--- src/rtl/bridge_cfg_pkg.sv ---
`default_nettype none

package bridge_cfg_pkg;

	// Unit counts on the core side
	localparam int HDD_UNITS    = 2;
	localparam int FLOPPY_UNITS = 2;

	// Host block slots, hard disks first, then floppies
	localparam int SD_SLOTS         = 4;
	localparam int SLOT_FLOPPY_BASE = 2;

	// Menu status word bit positions
	localparam int STATUS_WARM_BIT     = 0;
	localparam int STATUS_COLD_BIT     = 1;
	localparam int STATUS_AR_LSB       = 8;
	localparam int STATUS_SELFTEST_BIT = 10;

	// Aspect ratio when the menu field is zero (4:3 display)
	localparam int ASPECT_DEFAULT_X = 4;
	localparam int ASPECT_DEFAULT_Y = 3;

	// Field widths
	localparam int STATUS_W = 32;
	localparam int SECTOR_W = 16;
	localparam int LBA_W    = 32;
	localparam int IMG_W    = 64;
	localparam int ASPECT_W = 13;
	localparam int AR_SEL_W = 2;

	typedef logic [STATUS_W-1:0] status_word_t;
	typedef logic [SECTOR_W-1:0] sector_t;
	typedef logic [LBA_W-1:0]    lba_t;
	typedef logic [IMG_W-1:0]    img_size_t;
	typedef logic [SD_SLOTS-1:0] slot_mask_t;
	typedef logic                hdd_unit_t;
	// Bit 12 set would mean scaled size rather than a ratio
	typedef logic [ASPECT_W-1:0] aspect_t;
	typedef logic [AR_SEL_W-1:0] ar_sel_t;

endpackage

`default_nettype wire

--- src/rtl/blockdev_types_pkg.sv ---
`default_nettype none

package blockdev_types_pkg;

	// One sector transfer asked for by the core
	typedef struct packed {
		bridge_cfg_pkg::sector_t   sector;
		bridge_cfg_pkg::hdd_unit_t unit;
		// High for a write to the image, low for a read
		logic                      write;
	} hdd_req_t;

	// Mount report from the host
	typedef struct packed {
		// One-cycle pulse per slot
		bridge_cfg_pkg::slot_mask_t mounted;
		// Zero size means the image was removed
		bridge_cfg_pkg::img_size_t  size;
		logic                       readonly;
	} image_event_t;

	// Hard-disk unit state seen by the core
	typedef struct packed {
		logic [bridge_cfg_pkg::HDD_UNITS-1:0] mounted;
		logic [bridge_cfg_pkg::HDD_UNITS-1:0] protect;
	} hdd_status_t;

	// Floppy drive state seen by the track loaders
	typedef struct packed {
		logic [bridge_cfg_pkg::FLOPPY_UNITS-1:0] ready;
		// Toggles on every mount report for the drive
		logic [bridge_cfg_pkg::FLOPPY_UNITS-1:0] change;
	} floppy_status_t;

	// Request controller states
	typedef enum logic [1:0] {
		// Waiting for a core request, ready high
		HDD_IDLE,
		// Host read or write line raised, waiting for ack
		HDD_REQUEST,
		// Ack high, sector data moving
		HDD_TRANSFER
	} hdd_state_e;

endpackage

`default_nettype wire

--- src/rtl/core_control.sv ---
`timescale 1ns/1ps
`default_nettype none

module core_control (
	input  logic                         reset,
	input  logic                         pll_locked,
	input  bridge_cfg_pkg::status_word_t status,
	input  logic                         user_button,
	input  logic                         kbd_warm_reset,
	input  logic                         kbd_cold_reset,
	output logic                         core_reset,
	output logic                         cold_reset,
	output logic                         selftest_override,
	output bridge_cfg_pkg::aspect_t      video_arx,
	output bridge_cfg_pkg::aspect_t      video_ary
);
	import bridge_cfg_pkg::*;

	logic    warm_trigger;
	logic    cold_trigger;
	logic    power_reset;
	ar_sel_t ar;
	ar_sel_t ar_minus_one;

	// Menu entries and keyboard combos both request a reset
	assign warm_trigger = status[STATUS_WARM_BIT] | kbd_warm_reset;
	assign cold_trigger = status[STATUS_COLD_BIT] | kbd_cold_reset;

	// Board reset or PLL still settling
	assign power_reset = reset | ~pll_locked;

	// Any source resets the core
	assign core_reset = power_reset | warm_trigger | cold_trigger | user_button;

	// Cold only for power-up or an explicit cold request
	assign cold_reset = power_reset | cold_trigger;

	assign selftest_override = status[STATUS_SELFTEST_BIT];

	// Aspect ratio menu field
	assign ar           = status[STATUS_AR_LSB +: $bits(ar_sel_t)];
	assign ar_minus_one = ar - ar_sel_t'(1);

	// Zero selects the 4:3 default
	// Other values pass field minus one with a zero height
	always_comb begin
		if (ar == '0) begin
			video_arx = aspect_t'(ASPECT_DEFAULT_X);
			video_ary = aspect_t'(ASPECT_DEFAULT_Y);
		end else begin
			video_arx = aspect_t'(ar_minus_one);
			video_ary = '0;
		end
	end

endmodule

`default_nettype wire

--- src/rtl/image_mount_tracker.sv ---
`timescale 1ns/1ps
`default_nettype none

module image_mount_tracker (
	input  logic                               clk_sys,
	input  logic                               reset,
	input  blockdev_types_pkg::image_event_t   image_event,
	output blockdev_types_pkg::hdd_status_t    hdd_status,
	output blockdev_types_pkg::floppy_status_t floppy_status
);
	import bridge_cfg_pkg::*;
	import blockdev_types_pkg::*;

	logic image_present;

	// Empty size on a report means eject
	assign image_present = (image_event.size != '0);

	// Hard-disk units sit on slots 0 and 1
	always_ff @(posedge clk_sys) begin
		if (reset) begin
			hdd_status <= '0;
		end else begin
			for (int unit = 0; unit < HDD_UNITS; unit++) begin
				if (image_event.mounted[unit]) begin
					hdd_status.mounted[unit] <= image_present;
					// Protect follows the host read-only flag
					hdd_status.protect[unit] <= image_event.readonly;
				end
			end
		end
	end

	// Floppy drives sit above the hard-disk slots
	always_ff @(posedge clk_sys) begin
		if (reset) begin
			floppy_status <= '0;
		end else begin
			for (int drive = 0; drive < FLOPPY_UNITS; drive++) begin
				if (image_event.mounted[SLOT_FLOPPY_BASE + drive]) begin
					floppy_status.ready[drive] <= image_present;
					// Track loader watches for a flip, insert and eject alike
					floppy_status.change[drive] <= ~floppy_status.change[drive];
				end
			end
		end
	end

endmodule

`default_nettype wire

--- src/rtl/hdd_request_ctrl.sv ---
`timescale 1ns/1ps
`default_nettype none

module hdd_request_ctrl (
	input  logic                         clk_sys,
	input  logic                         reset,
	input  blockdev_types_pkg::hdd_req_t hdd_req,
	input  logic                         hdd_req_valid,
	output logic                         hdd_req_ready,
	input  bridge_cfg_pkg::slot_mask_t   sd_ack,
	input  logic                         sd_buff_wr,
	output bridge_cfg_pkg::slot_mask_t   sd_rd,
	output bridge_cfg_pkg::slot_mask_t   sd_wr,
	output bridge_cfg_pkg::lba_t         sd_lba,
	output logic                         cpu_wait,
	output logic                         hdd_buff_we
);
	import bridge_cfg_pkg::*;
	import blockdev_types_pkg::*;

	hdd_state_e           state;
	hdd_unit_t            active_unit;
	sector_t              active_sector;
	logic [HDD_UNITS-1:0] req_onehot;
	logic [HDD_UNITS-1:0] rd_hd;
	logic [HDD_UNITS-1:0] wr_hd;
	logic                 accept;
	logic                 ack_active;
	logic                 ack_prev;
	logic                 ack_rise;
	logic                 ack_fall;

	// One request in flight, ready only while idle
	assign hdd_req_ready = (state == HDD_IDLE);
	assign accept        = hdd_req_valid & hdd_req_ready;

	// Slot bit of the requested unit
	always_comb begin
		req_onehot                 = '0;
		req_onehot[hdd_req.unit]   = 1'b1;
	end

	// Ack of the unit being served, other slot ignored
	assign ack_active = sd_ack[active_unit];
	assign ack_rise   = ack_active & ~ack_prev;
	assign ack_fall   = ~ack_active & ack_prev;

	// Sector buffer writes only during our own transfer
	assign hdd_buff_we = sd_buff_wr & ack_active;

	// Zero-extension keeps the floppy slot bits low
	assign sd_rd = slot_mask_t'(rd_hd);
	assign sd_wr = slot_mask_t'(wr_hd);

	// Both hard-disk slots see the same address
	assign sd_lba = lba_t'(active_sector);

	// Sector held for the whole transfer
	always_ff @(posedge clk_sys) begin
		if (accept) begin
			active_sector <= hdd_req.sector;
		end
	end

	always_ff @(posedge clk_sys) begin
		if (reset) begin
			state       <= HDD_IDLE;
			active_unit <= '0;
			rd_hd       <= '0;
			wr_hd       <= '0;
			cpu_wait    <= 1'b0;
			ack_prev    <= 1'b0;
		end else begin
			ack_prev <= ack_active;
			unique case (state)
				HDD_IDLE: begin
					if (accept) begin
						active_unit <= hdd_req.unit;
						// Read or write line on that unit's slot
						rd_hd       <= hdd_req.write ? '0 : req_onehot;
						wr_hd       <= hdd_req.write ? req_onehot : '0;
						// Stall the CPU until the host is done
						cpu_wait    <= 1'b1;
						// Previous sample belongs to the old unit
						ack_prev    <= 1'b0;
						state       <= HDD_REQUEST;
					end
				end
				HDD_REQUEST: begin
					// Host took the request
					if (ack_rise) begin
						rd_hd <= '0;
						wr_hd <= '0;
						state <= HDD_TRANSFER;
					end
				end
				HDD_TRANSFER: begin
					// Ack dropped, sector complete
					if (ack_fall) begin
						cpu_wait <= 1'b0;
						state    <= HDD_IDLE;
					end
				end
				default: begin
					state <= HDD_IDLE;
				end
			endcase
		end
	end

endmodule

`default_nettype wire

--- src/rtl/blockdev_bridge.sv ---
`timescale 1ns/1ps
`default_nettype none

module blockdev_bridge (
	input  logic                               clk_sys,
	input  logic                               reset,
	// Reset sources and menu
	input  logic                               pll_locked,
	input  bridge_cfg_pkg::status_word_t       status,
	input  logic                               user_button,
	input  logic                               kbd_warm_reset,
	input  logic                               kbd_cold_reset,
	// Host mount reports
	input  blockdev_types_pkg::image_event_t   image_event,
	// Core sector requests
	input  blockdev_types_pkg::hdd_req_t       hdd_req,
	input  logic                               hdd_req_valid,
	output logic                               hdd_req_ready,
	// Host block side
	input  bridge_cfg_pkg::slot_mask_t         sd_ack,
	input  logic                               sd_buff_wr,
	output bridge_cfg_pkg::slot_mask_t         sd_rd,
	output bridge_cfg_pkg::slot_mask_t         sd_wr,
	output bridge_cfg_pkg::lba_t               sd_lba,
	// Back to the core
	output logic                               cpu_wait,
	output logic                               hdd_buff_we,
	output blockdev_types_pkg::hdd_status_t    hdd_status,
	output blockdev_types_pkg::floppy_status_t floppy_status,
	output logic                               core_reset,
	output logic                               cold_reset,
	output logic                               selftest_override,
	output bridge_cfg_pkg::aspect_t            video_arx,
	output bridge_cfg_pkg::aspect_t            video_ary
);

	// Reset combine and menu decode
	core_control core_control_inst (
		.reset             (reset),
		.pll_locked        (pll_locked),
		.status            (status),
		.user_button       (user_button),
		.kbd_warm_reset    (kbd_warm_reset),
		.kbd_cold_reset    (kbd_cold_reset),
		.core_reset        (core_reset),
		.cold_reset        (cold_reset),
		.selftest_override (selftest_override),
		.video_arx         (video_arx),
		.video_ary         (video_ary)
	);

	// Mount state for all four slots
	image_mount_tracker image_mount_tracker_inst (
		.clk_sys       (clk_sys),
		.reset         (reset),
		.image_event   (image_event),
		.hdd_status    (hdd_status),
		.floppy_status (floppy_status)
	);

	// Hard-disk slots 0 and 1
	hdd_request_ctrl hdd_request_ctrl_inst (
		.clk_sys       (clk_sys),
		.reset         (reset),
		.hdd_req       (hdd_req),
		.hdd_req_valid (hdd_req_valid),
		.hdd_req_ready (hdd_req_ready),
		.sd_ack        (sd_ack),
		.sd_buff_wr    (sd_buff_wr),
		.sd_rd         (sd_rd),
		.sd_wr         (sd_wr),
		.sd_lba        (sd_lba),
		.cpu_wait      (cpu_wait),
		.hdd_buff_we   (hdd_buff_we)
	);

endmodule

`default_nettype wire

--- config.mk ---
export PLATFORM = sky130hd
export DESIGN_NAME = blockdev_bridge
export DESIGN_NICKNAME = d
export VERILOG_FILES = /design/src/rtl/bridge_cfg_pkg.sv /design/src/rtl/blockdev_types_pkg.sv /design/src/rtl/core_control.sv /design/src/rtl/image_mount_tracker.sv /design/src/rtl/hdd_request_ctrl.sv /design/src/rtl/blockdev_bridge.sv
export SDC_FILE = /design/constraint.sdc
export NUM_CORES = 1
export LEC_CHECK = 0
export BUFFER_PORTS_ARGS = -buffer_cell sky130_fd_sc_hd__buf_2
export CAP_MARGIN = 0
export CORE_MARGIN = 10
export CORE_UTILIZATION = 35
export CTS_CLUSTER_SIZE = 40
export DETAILED_ROUTE_END_ITERATION = 6
export PLACE_DENSITY = 0.92
export SYNTH_ARGS = -nofsm -noshare
export SYNTH_HDL_FRONTEND = slang
export SYNTH_SLANG_ARGS = --single-unit
--- constraint.sdc ---
create_clock -name clk_sys -period 3.5 [get_ports clk_sys]
set_clock_uncertainty 0.15 [all_clocks]
set_input_delay 0.7 -clock clk_sys [delete_from_list [all_inputs] [get_ports clk_sys]]
set_output_delay 0.7 -clock clk_sys [all_outputs]
set_load 0.005 [all_outputs]
* Yosys cells after proc, flatten, opt, wreduce, memory -nomap -nowiden
Index checks and enable logic that the tools add are counted.
** Word-level totals
- Bits in registers :: 33
- Latch bits :: 0
- Memory bits (writable) :: 0
- Memory bits (read-only) :: 0
- Bits of input ports :: 131
- Output and inout bits :: 80
- Logic and storage cells :: 72
- Memories :: 0
** Operators by class
- $add $sub $neg :: 1
- $mul :: 0
- Divide/modulo/power cells :: 0
- Magnitude comparators :: 3
- Equality and inequality tests :: 5
- Shift operators :: 0
- Mux-type cells :: 22
- Bitwise operators :: 16
- Reduce and logical (&&, ||, !) cells :: 10
** Operators with widths (count)
- $reduce_bool A64 Y1 :: 1
- $mux W2 :: 9
- $reduce_and A3 Y1 :: 3
- $pmux W2 S2 :: 2
- $mux W1 :: 7
- $or A1 B1 Y1 :: 7
- $pmux W2 S3 :: 1
- $not A1 Y1 :: 5
- $and A1 B1 Y1 :: 4
- $logic_not A2 Y1 :: 2
- $ne A2 B1 Y1 const B :: 2
- $reduce_bool A2 Y1 :: 2
- $lt A1 B3 Y1 const B :: 1
- $mux W3 :: 1
- $eq A2 B1 Y1 const B :: 1
- $eq A2 B2 Y1 const B :: 1
- $lt A1 B2 Y1 const B :: 1
- $ne A2 B2 Y1 const B :: 1
- $pmux W1 S2 :: 1
- $reduce_and A2 Y1 :: 1
- $sub A2 B1 Y2 const B :: 1
- $demux W1 S1 :: 1
- $ge A1 B1 Y1 const B :: 1
- $logic_and A1 B1 Y1 :: 1

* Logic depth before layout (Yosys ltp)
Gate-level depths: netlist of the first run.
- Word-level depth :: 7
- Depth in mapped cells :: 6
- Depth with buffers taken out :: 5

* Hierarchy
A second synthesis of the first run with hierarchy kept.
** Second synthesis, totals
- Cell total of the unflattened synthesis :: 154
- Area, all modules :: 1652.8 um2
** Modules (own cells, without submodules)
- hdd_request_ctrl :: times used 1, cells each 78, area each 1026.0 um2, seq. area each 660.6 um2
- image_mount_tracker :: times used 1, cells each 46, area each 405.4 um2, seq. area each 160.2 um2
- core_control :: times used 1, cells each 30, area each 221.5 um2, seq. area each 0.0 um2

* Least setup slack after synthesis of the first run
OpenSTA, ideal clock, no wires.
- Path type :: input-to-output
- Start :: input reset
- End :: output core_reset
- Data arrival time :: 1.764 ns
- Required time :: 2.650 ns
- Setup slack :: 0.886 ns
- Stages :: 3
- Path buffers :: 1
- Path through :: buf_6 > or4b_4 > or4_1
** On the way
- Longest elaborated chain between the ends :: 4
** Ends and longest elaborated chain
- start: declaration :: RTL line blockdev_bridge.sv:6 : input logic reset,
- $or A1 B1 Y1 :: RTL line core_control.sv:30 : assign power_reset = reset | ~pll_locked;
- $or A1 B1 Y1 (3 in a row) :: RTL line core_control.sv:33 : assign core_reset = power_reset | warm_trigger | cold_trigger | user_button;
- end: declaration :: RTL line blockdev_bridge.sv:30 : output logic core_reset,
No other way between the ends.

* Worst setup path in the final report of the first run
Same ends and word-level chain as after synthesis.

==> impl_summary.log, run 1 <==
INFO  metric die-width = 89.0 um
INFO  metric cellLeakagePower = 1.16 nW
INFO  metric detail_route.wirelength = 5850 um
INFO  metric finalNetCount = 430
INFO  metric fp.dieH = 89.0 um
INFO  metric cts_num_sinks = 33
INFO  metric design.core.area = 4660 um2
INFO  metric track_usage = 13.3%
INFO  metric grt_pass1_vias = 1655
INFO  metric synthDistinctLibCells = 29
INFO  metric port_buffers = 138
INFO  metric cts_root_buf = sky130_fd_sc_hd__clkbuf_8
INFO  metric post_cts.resized_instances = 0
INFO  metric status = complete, no violations
INFO  metric die_area = 7920 um2
INFO  metric slew-limit-headroom = 52.3%
INFO  metric clock.fmax = 342 MHz
INFO  metric final_setup_violation_count = 0
INFO  metric clock_slew_seen_by_the_registers_of_the_worst_setup_and_hold_paths = 0.07 ns
INFO  metric initialDrtViolationCount = 121
INFO  metric drt-wirelength-per-cell = 16.5 um
INFO  metric multiInputGateArea = 634 um2
INFO  metric unrepaired_setup_endpoints_after_global_routing = false
INFO  metric route.detailed.drc = 0
INFO  metric grt_start_max_net_pins = 19
INFO  metric longest_clk_path_bufs = 2
INFO  metric post_synth_instance_area = 1670 um2
INFO  metric yosysWarningCount = 0
INFO  metric ys_async_sr_fraction = 0%
INFO  metric ctsHtreeMaxLevel = 2
INFO  metric postSynthRegisterBits = 33
INFO  metric synth-edff-count = 16
INFO  metric row_count = 25
INFO  metric floorplan.initialDensity = 35.7%
INFO  metric max_rail_drop_vdd = 0.206 mV
INFO  metric worst-path-max-fanout = 18
INFO  metric place_hpwl = 5170 um
INFO  metric drv_slew = 0
INFO  metric routed_via_density = 4.45
INFO  metric first_pass_grt_wire_length = 8020 um
INFO  metric power.density_cell_area = 405 nW/um2
INFO  metric drt-pass1-iter-count = 4
INFO  metric timing.hold.ws = 0.317 ns
INFO  metric area_occupied_by_registers = 821 um2
INFO  metric synth_flop_cell = sky130_fd_sc_hd__dfxtp_1
INFO  metric required = 2.65 ns
INFO  metric final_period_minus_worst_setup_slack = 2.92 ns
INFO  metric grt_overflow_total = 0
INFO  metric worst-setup-path-type = in2out
INFO  metric max_cap_viol_count = 0
INFO  metric postSynthAreaPerCell = 10.3 um2
INFO  metric number_of_antenna_violations_at_the_first_check_in_global_routing = 1
INFO  metric post_cts_setup_driven_buffer_insertion_count = 0
INFO  metric least_margin_pin_slew = 0.709 ns
INFO  metric cts_made_buffers = 5
INFO  metric num_io_pins = 211
INFO  metric cp_data_arrival_time = 2.07 ns
INFO  metric timing.critical_path.to_type = primary output
INFO  metric post_route_cells_drive_above_1_share = 49.0%
INFO  metric filler_cells_inserted = 413
INFO  metric total_of_hold_buffers_inserted_after_clock_tree_synthesis = 0
INFO  metric timing.setup.tns = 0 ns
INFO  metric seq_area_frac_synth = 49.3%
INFO  metric timing.critical_path.from_type = input port
INFO  metric holdCritPathClass = reg2reg
INFO  metric report.final.hold_viol_count = 0
INFO  metric clock_latency = 0.28 ns
INFO  metric route.vias.total = 1580
INFO  metric min_period_over_period = 83.6%
INFO  metric netlist_instances = 161
INFO  metric final_antenna_net_count = 0
INFO  metric gp_congestion = 0.850
INFO  metric cts_tree = done
INFO  metric area_growth = 40.1%
-- layer usage --
metal  track usage, %  vias up  share of wire, %
li1                 -      774                 -
met1             14.6      696                40
met2             22.5      102                48
met3             4.92        8                11
met4             5.92        0               1.1
met5                0        -                 0
-- cell usage in the layout (no fill, tap or decap), drive strengths merged --
cell     instances
a211oi           5
a21oi            8
a2bb2oi          1
and2             1
buf            138
bufinv           1
clkbuf           6
clkinv           1
conb            41
dfxtp           17
diode            1
edfxtp          16
inv              3
mux2i            3
nand2            4
nand2b           1
nand3            1
nand4            4
nand4b           2
nor2            11
nor2b            4
nor3             1
nor4            17
o21ai            6
o22ai            1
or3              1
or4              1
or4b             3
xnor2            2
-- cells by family after synthesis --
| family | Yosys count | share of synthesized area, % |
|---|---|---|
| muxes | 3 | 2.03 |
| AOI/OAI and AO/OA | 21 | 7.74 |
| xor gates and xnor gates | 2 | 1.05 |
| DFF | 33 | 49.3 |
| other | 1 | 0.225 |
| buffers and inverters | 50 | 21.6 |
| and+or+nand+nor | 51 | 18.0 |
-- path summary, 6_finish.rpt --
path / startpoint / endpoint / slack [ns] / cells past startpoint
max: reset / core_reset / 0.58 / 4
min reg2reg: hdd_request_ctrl_inst.rd_hd[0] / hdd_request_ctrl_inst.rd_hd[0] / 0.32 / 2
min: hdd_request_ctrl_inst.rd_hd[0] / hdd_request_ctrl_inst.rd_hd[0] / 0.32 / 2
max reg2reg: hdd_request_ctrl_inst.state[1] / hdd_request_ctrl_inst.active_sector[3] / 1.80 / 3
-- cell usage after synthesis, types with 2 or more instances --
| master | number | area (um2) |
|---|---|---|
| sky130_fd_sc_hd__o21ai_0 | 6 | 30.0 |
| sky130_fd_sc_hd__mux2i_1 | 2 | 20.0 |
| sky130_fd_sc_hd__a21oi_1 | 8 | 40.0 |
| sky130_fd_sc_hd__clkbuf_1 | 2 | 7.51 |
| sky130_fd_sc_hd__buf_4 | 44 | 330 |
| sky130_fd_sc_hd__edfxtp_1 | 16 | 480 |
| sky130_fd_sc_hd__inv_1 | 3 | 11.3 |
| sky130_fd_sc_hd__nor2_1 | 11 | 41.3 |
| sky130_fd_sc_hd__nor2b_1 | 4 | 25.0 |
| sky130_fd_sc_hd__a211oi_1 | 5 | 37.5 |
| sky130_fd_sc_hd__nand2_1 | 4 | 15.0 |
| sky130_fd_sc_hd__nand4b_1 | 2 | 17.5 |
| sky130_fd_sc_hd__or4b_1 | 2 | 20.0 |
| sky130_fd_sc_hd__nor4_1 | 17 | 106 |
| sky130_fd_sc_hd__nand4_1 | 4 | 25.0 |
| sky130_fd_sc_hd__xnor2_1 | 2 | 17.5 |
| sky130_fd_sc_hd__dfxtp_1 | 17 | 340 |
-- flip-flops by register name, summed over array words and instances (netlist names) --
| register | count |
|---|---|
| hdd_request_ctrl_inst.active_sector | 16 |
| image_mount_tracker_inst.floppy_status | 4 |
| image_mount_tracker_inst.hdd_status | 4 |
| hdd_request_ctrl_inst.rd_hd | 2 |
| hdd_request_ctrl_inst.state | 2 |
| hdd_request_ctrl_inst.wr_hd | 2 |
| hdd_request_ctrl_inst.ack_prev | 1 |
| hdd_request_ctrl_inst.active_unit | 1 |
| hdd_request_ctrl_inst.cpu_wait | 1 |
-- worst max-delay path: stages --
cell and delay (ns):
sky130_fd_sc_hd__buf_2 0.21, sky130_fd_sc_hd__or4b_4 0.57, sky130_fd_sc_hd__or4_1 0.44, sky130_fd_sc_hd__buf_2 0.15
-- through the flow --
| stage | util (%) | power, mW | instances | worst slack (ns) | area, um2 |
|---|---|---|---|---|---|
| finish | 50.1 | 0.946 | 355 | 0.575 | 2330 |
| global route | 50.1 | 0.991 | 355 | 0.521 | 2330 |
| CTS | 50.0 | 0.954 | 354 | 0.577 | 2330 |
| detailed placement | 47.7 | 0.615 | 346 | 0.579 | 2220 |
| global placement | 47.7 | 0.609 | 346 | 0.612 | 2220 |
| floorplan | - | 0.554 | 201 | 0.886 | 1820 |
-- where the power goes --
part | leakage [nW] | switching, mW | internal (mW)
clock network | 0.0528 | 0.127 | 0.210
registers | 0.294 | 0.0125 | 0.437
logic | 0.813 | 0.0802 | 0.0796
-- area by class of cell --
cell class	count	share of cell area [%]
Tap cell	54	2.90
Inverter	3	0.483
Clock inverter	2	1.45
Timing Repair Buffer	138	29.6
Multi-Input combinational cell	118	27.2
Sequential cell	33	35.2
Clock buffer	6	3.11
Antenna cell	1	0.107
No activity file was read; power rests on OpenSTA's default activity.
==> run 2: changes to the inputs <==
--- a/config.mk
+++ b/config.mk
@@ -8,10 +8,10 @@
 export BUFFER_PORTS_ARGS = -buffer_cell sky130_fd_sc_hd__buf_2
 export CAP_MARGIN = 0
 export CORE_MARGIN = 10
-export CORE_UTILIZATION = 35
+export CORE_UTILIZATION = 29
 export CTS_CLUSTER_SIZE = 40
 export DETAILED_ROUTE_END_ITERATION = 6
-export PLACE_DENSITY = 0.92
+export PLACE_DENSITY = 0.82
 export SYNTH_ARGS = -nofsm -noshare
 export SYNTH_HDL_FRONTEND = slang
 export SYNTH_SLANG_ARGS = --single-unit
==> constraint.sdc (replaced) <==
create_clock -name clk_sys -period 2.4 [get_ports clk_sys]
set_clock_uncertainty 0.15 [all_clocks]
set_input_delay 0.48 -clock clk_sys [delete_from_list [all_inputs] [get_ports clk_sys]]
set_output_delay 0.48 -clock clk_sys [all_outputs]
set_load 0.005 [all_outputs]
==> impl_summary.log, run 2 (synthesis results as in run 1) <==
INFO  metric num_antenna_cells = 0
INFO  metric longest_clk_path_bufs = 2
INFO  metric clock_latency = 0.28 ns
INFO  metric routed_via_density = 4.24
INFO  metric cts_made_buffers = 5
INFO  metric post_route_cells_drive_above_1_share = 50.0%
INFO  metric multiInputGateArea = 634 um2
INFO  metric grt_overflow_total = 0
INFO  metric layout_setup_ws = 0.100 ns
INFO  metric number_of_antenna_violations_at_the_first_check_in_global_routing = 0
INFO  metric power.combinational.fraction = 18.1%
INFO  metric max_rail_drop_vdd = 0.252 mV
INFO  metric worst-path-max-fanout = 2
INFO  metric layout_commonest_cell = sky130_fd_sc_hd__buf_2
INFO  metric worst-setup-path-type = in2out
INFO  metric cellLeakagePower = 1.16 nW
INFO  metric first_pass_grt_wire_length = 8160 um
INFO  metric drt-wirelength-per-cell = 15.7 um
INFO  metric cts_num_sinks = 33
INFO  metric timing.setup.tns = 0 ns
INFO  metric required = 1.77 ns
INFO  metric port_buffers = 138
INFO  metric area_growth = 41.0%
INFO  metric slew-limit-headroom = 55.3%
INFO  metric place_hpwl = 5160 um
INFO  metric num_io_pins = 211
INFO  metric filler_cells_inserted = 556
INFO  metric grt_pass1_vias = 1763
INFO  metric die_area = 9170 um2
INFO  metric post_cts.resized_instances = 0
INFO  metric reg_top3 = hdd_request_ctrl_inst.active_sector (16), image_mount_tracker_inst.floppy_status (4), image_mount_tracker_inst.hdd_status (4)
INFO  metric report.final.hold_viol_count = 0
INFO  metric area_occupied_by_registers = 821 um2
INFO  metric clock.fmax = 435 MHz
INFO  metric post_cts_setup_driven_buffer_insertion_count = 0
INFO  metric detail_route.wirelength = 5870 um
INFO  metric final_setup_violation_count = 0
INFO  metric total_of_hold_buffers_inserted_after_clock_tree_synthesis = 0
INFO  metric timing.critical_path.to_type = primary output
INFO  metric holdCritPathClass = in2reg
INFO  metric switchingPower = 0.338 mW
INFO  metric floorplan.initialDensity = 30.1%
INFO  metric min_period_over_period = 95.8%
INFO  metric internal_power = 0.954 mW
INFO  metric clock_slew_seen_by_the_registers_of_the_worst_setup_and_hold_paths = 0.08 ns
INFO  metric largest_register_ffs = 16
INFO  metric ctsHtreeMaxLevel = 2
INFO  metric route.vias.total = 1586
INFO  metric placement.setup.worst_slack = 0.0788 ns
INFO  metric drt-pass1-iter-count = 4
INFO  metric die-width = 95.8 um
INFO  metric finalNetCount = 432
INFO  metric clock_power_share = 31.1%
INFO  metric mostFrequentLayoutCells = sky130_fd_sc_hd__buf_2 (138), sky130_fd_sc_hd__conb_1 (41), sky130_fd_sc_hd__nor4_1 (17), sky130_fd_sc_hd__dfxtp_1 (17), sky130_fd_sc_hd__edfxtp_1 (16)
INFO  metric fp.dieH = 95.8 um
INFO  metric final_antenna_net_count = 0
INFO  metric route.detailed.drc = 0
INFO  metric track_usage = 11.4%
INFO  metric drv_slew = 0
INFO  metric timing.critical_path.from_type = input port
INFO  metric least_margin_pin_slew = 0.669 ns
INFO  metric row_count = 27
INFO  metric netSwitchingFraction = 26.2%
INFO  metric cts_root_buf = sky130_fd_sc_hd__clkbuf_8
INFO  metric initialDrtViolationCount = 69
INFO  metric grt_start_max_net_pins = 19
INFO  metric regMostFlops = hdd_request_ctrl_inst.active_sector
INFO  metric power.share.sequential = 50.8%
INFO  metric status = complete, no violations
INFO  metric power.density_cell_area = 550 nW/um2
INFO  metric design.core.area = 5540 um2
INFO  metric unrepaired_setup_endpoints_after_global_routing = false
INFO  metric cts_tree = done
INFO  metric final_period_minus_worst_setup_slack = 2.30 ns
INFO  metric gp_congestion = 0.824
INFO  metric cp_data_arrival_time = 1.67 ns
INFO  metric max_cap_viol_count = 0
## run 2: cell type report
type / count / share of cell area, %
Timing Repair Buffer: 140 / 30.0
Multi-Input combinational cell: 118 / 27.0
Clock inverter: 3 / 0.746
Tap cell: 72 / 3.84
Clock buffer: 5 / 2.93
Inverter: 3 / 0.479
Sequential cell: 33 / 34.9
## run 2: critical path: stages
cell and delay (ns):
sky130_fd_sc_hd__buf_2 0.10, sky130_fd_sc_hd__or4b_4 0.54, sky130_fd_sc_hd__or4_1 0.40, sky130_fd_sc_hd__buf_2 0.14
## run 2: final timing paths
check | from | slack, ns | end | cells after the start
setup / recovery | reset | 0.10 | core_reset | 4
hold / removal | hdd_req[5] | 0.22 | hdd_request_ctrl_inst.active_sector[3] | 1
setup reg to reg | hdd_request_ctrl_inst.state[1] | 0.69 | hdd_request_ctrl_inst.active_sector[2] | 3
hold reg to reg | hdd_request_ctrl_inst.rd_hd[0] | 0.33 | hdd_request_ctrl_inst.rd_hd[0] | 2
## run 2: power by group through the flow
stage / logic (mW) / registers (mW) / clock network [mW]
final: 0.234 / 0.656 / 0.402
after CTS: 0.233 / 0.657 / 0.426
after global routing: 0.263 / 0.660 / 0.440
after global placement: 0.226 / 0.667 / 0
after detailed placement: 0.232 / 0.669 / 0
after floorplan: 0.137 / 0.670 / 0
## run 2: through the flow
stage	hold WS (ns)	instance area (um2)	std cells	total power, mW	util (%)
3_5_place_dp	0.324	2260	366	0.901	40.8
3_3_place_gp	0.304	2260	366	0.893	40.8
5_1_grt	0.210	2350	374	1.36	42.4
4_1_cts	0.210	2350	374	1.32	42.4
2_1_floorplan	0.309	1820	201	0.807	-
6_report	0.221	2350	374	1.29	42.4
## run 2: metal layers
layer	track usage, %	up-vias	part of all wire [%]
met5	0	-	0
met4	4.42	0	1.8
met3	4.20	8	11
met2	20.0	108	49
met1	12.1	694	39
li1	-	776	-
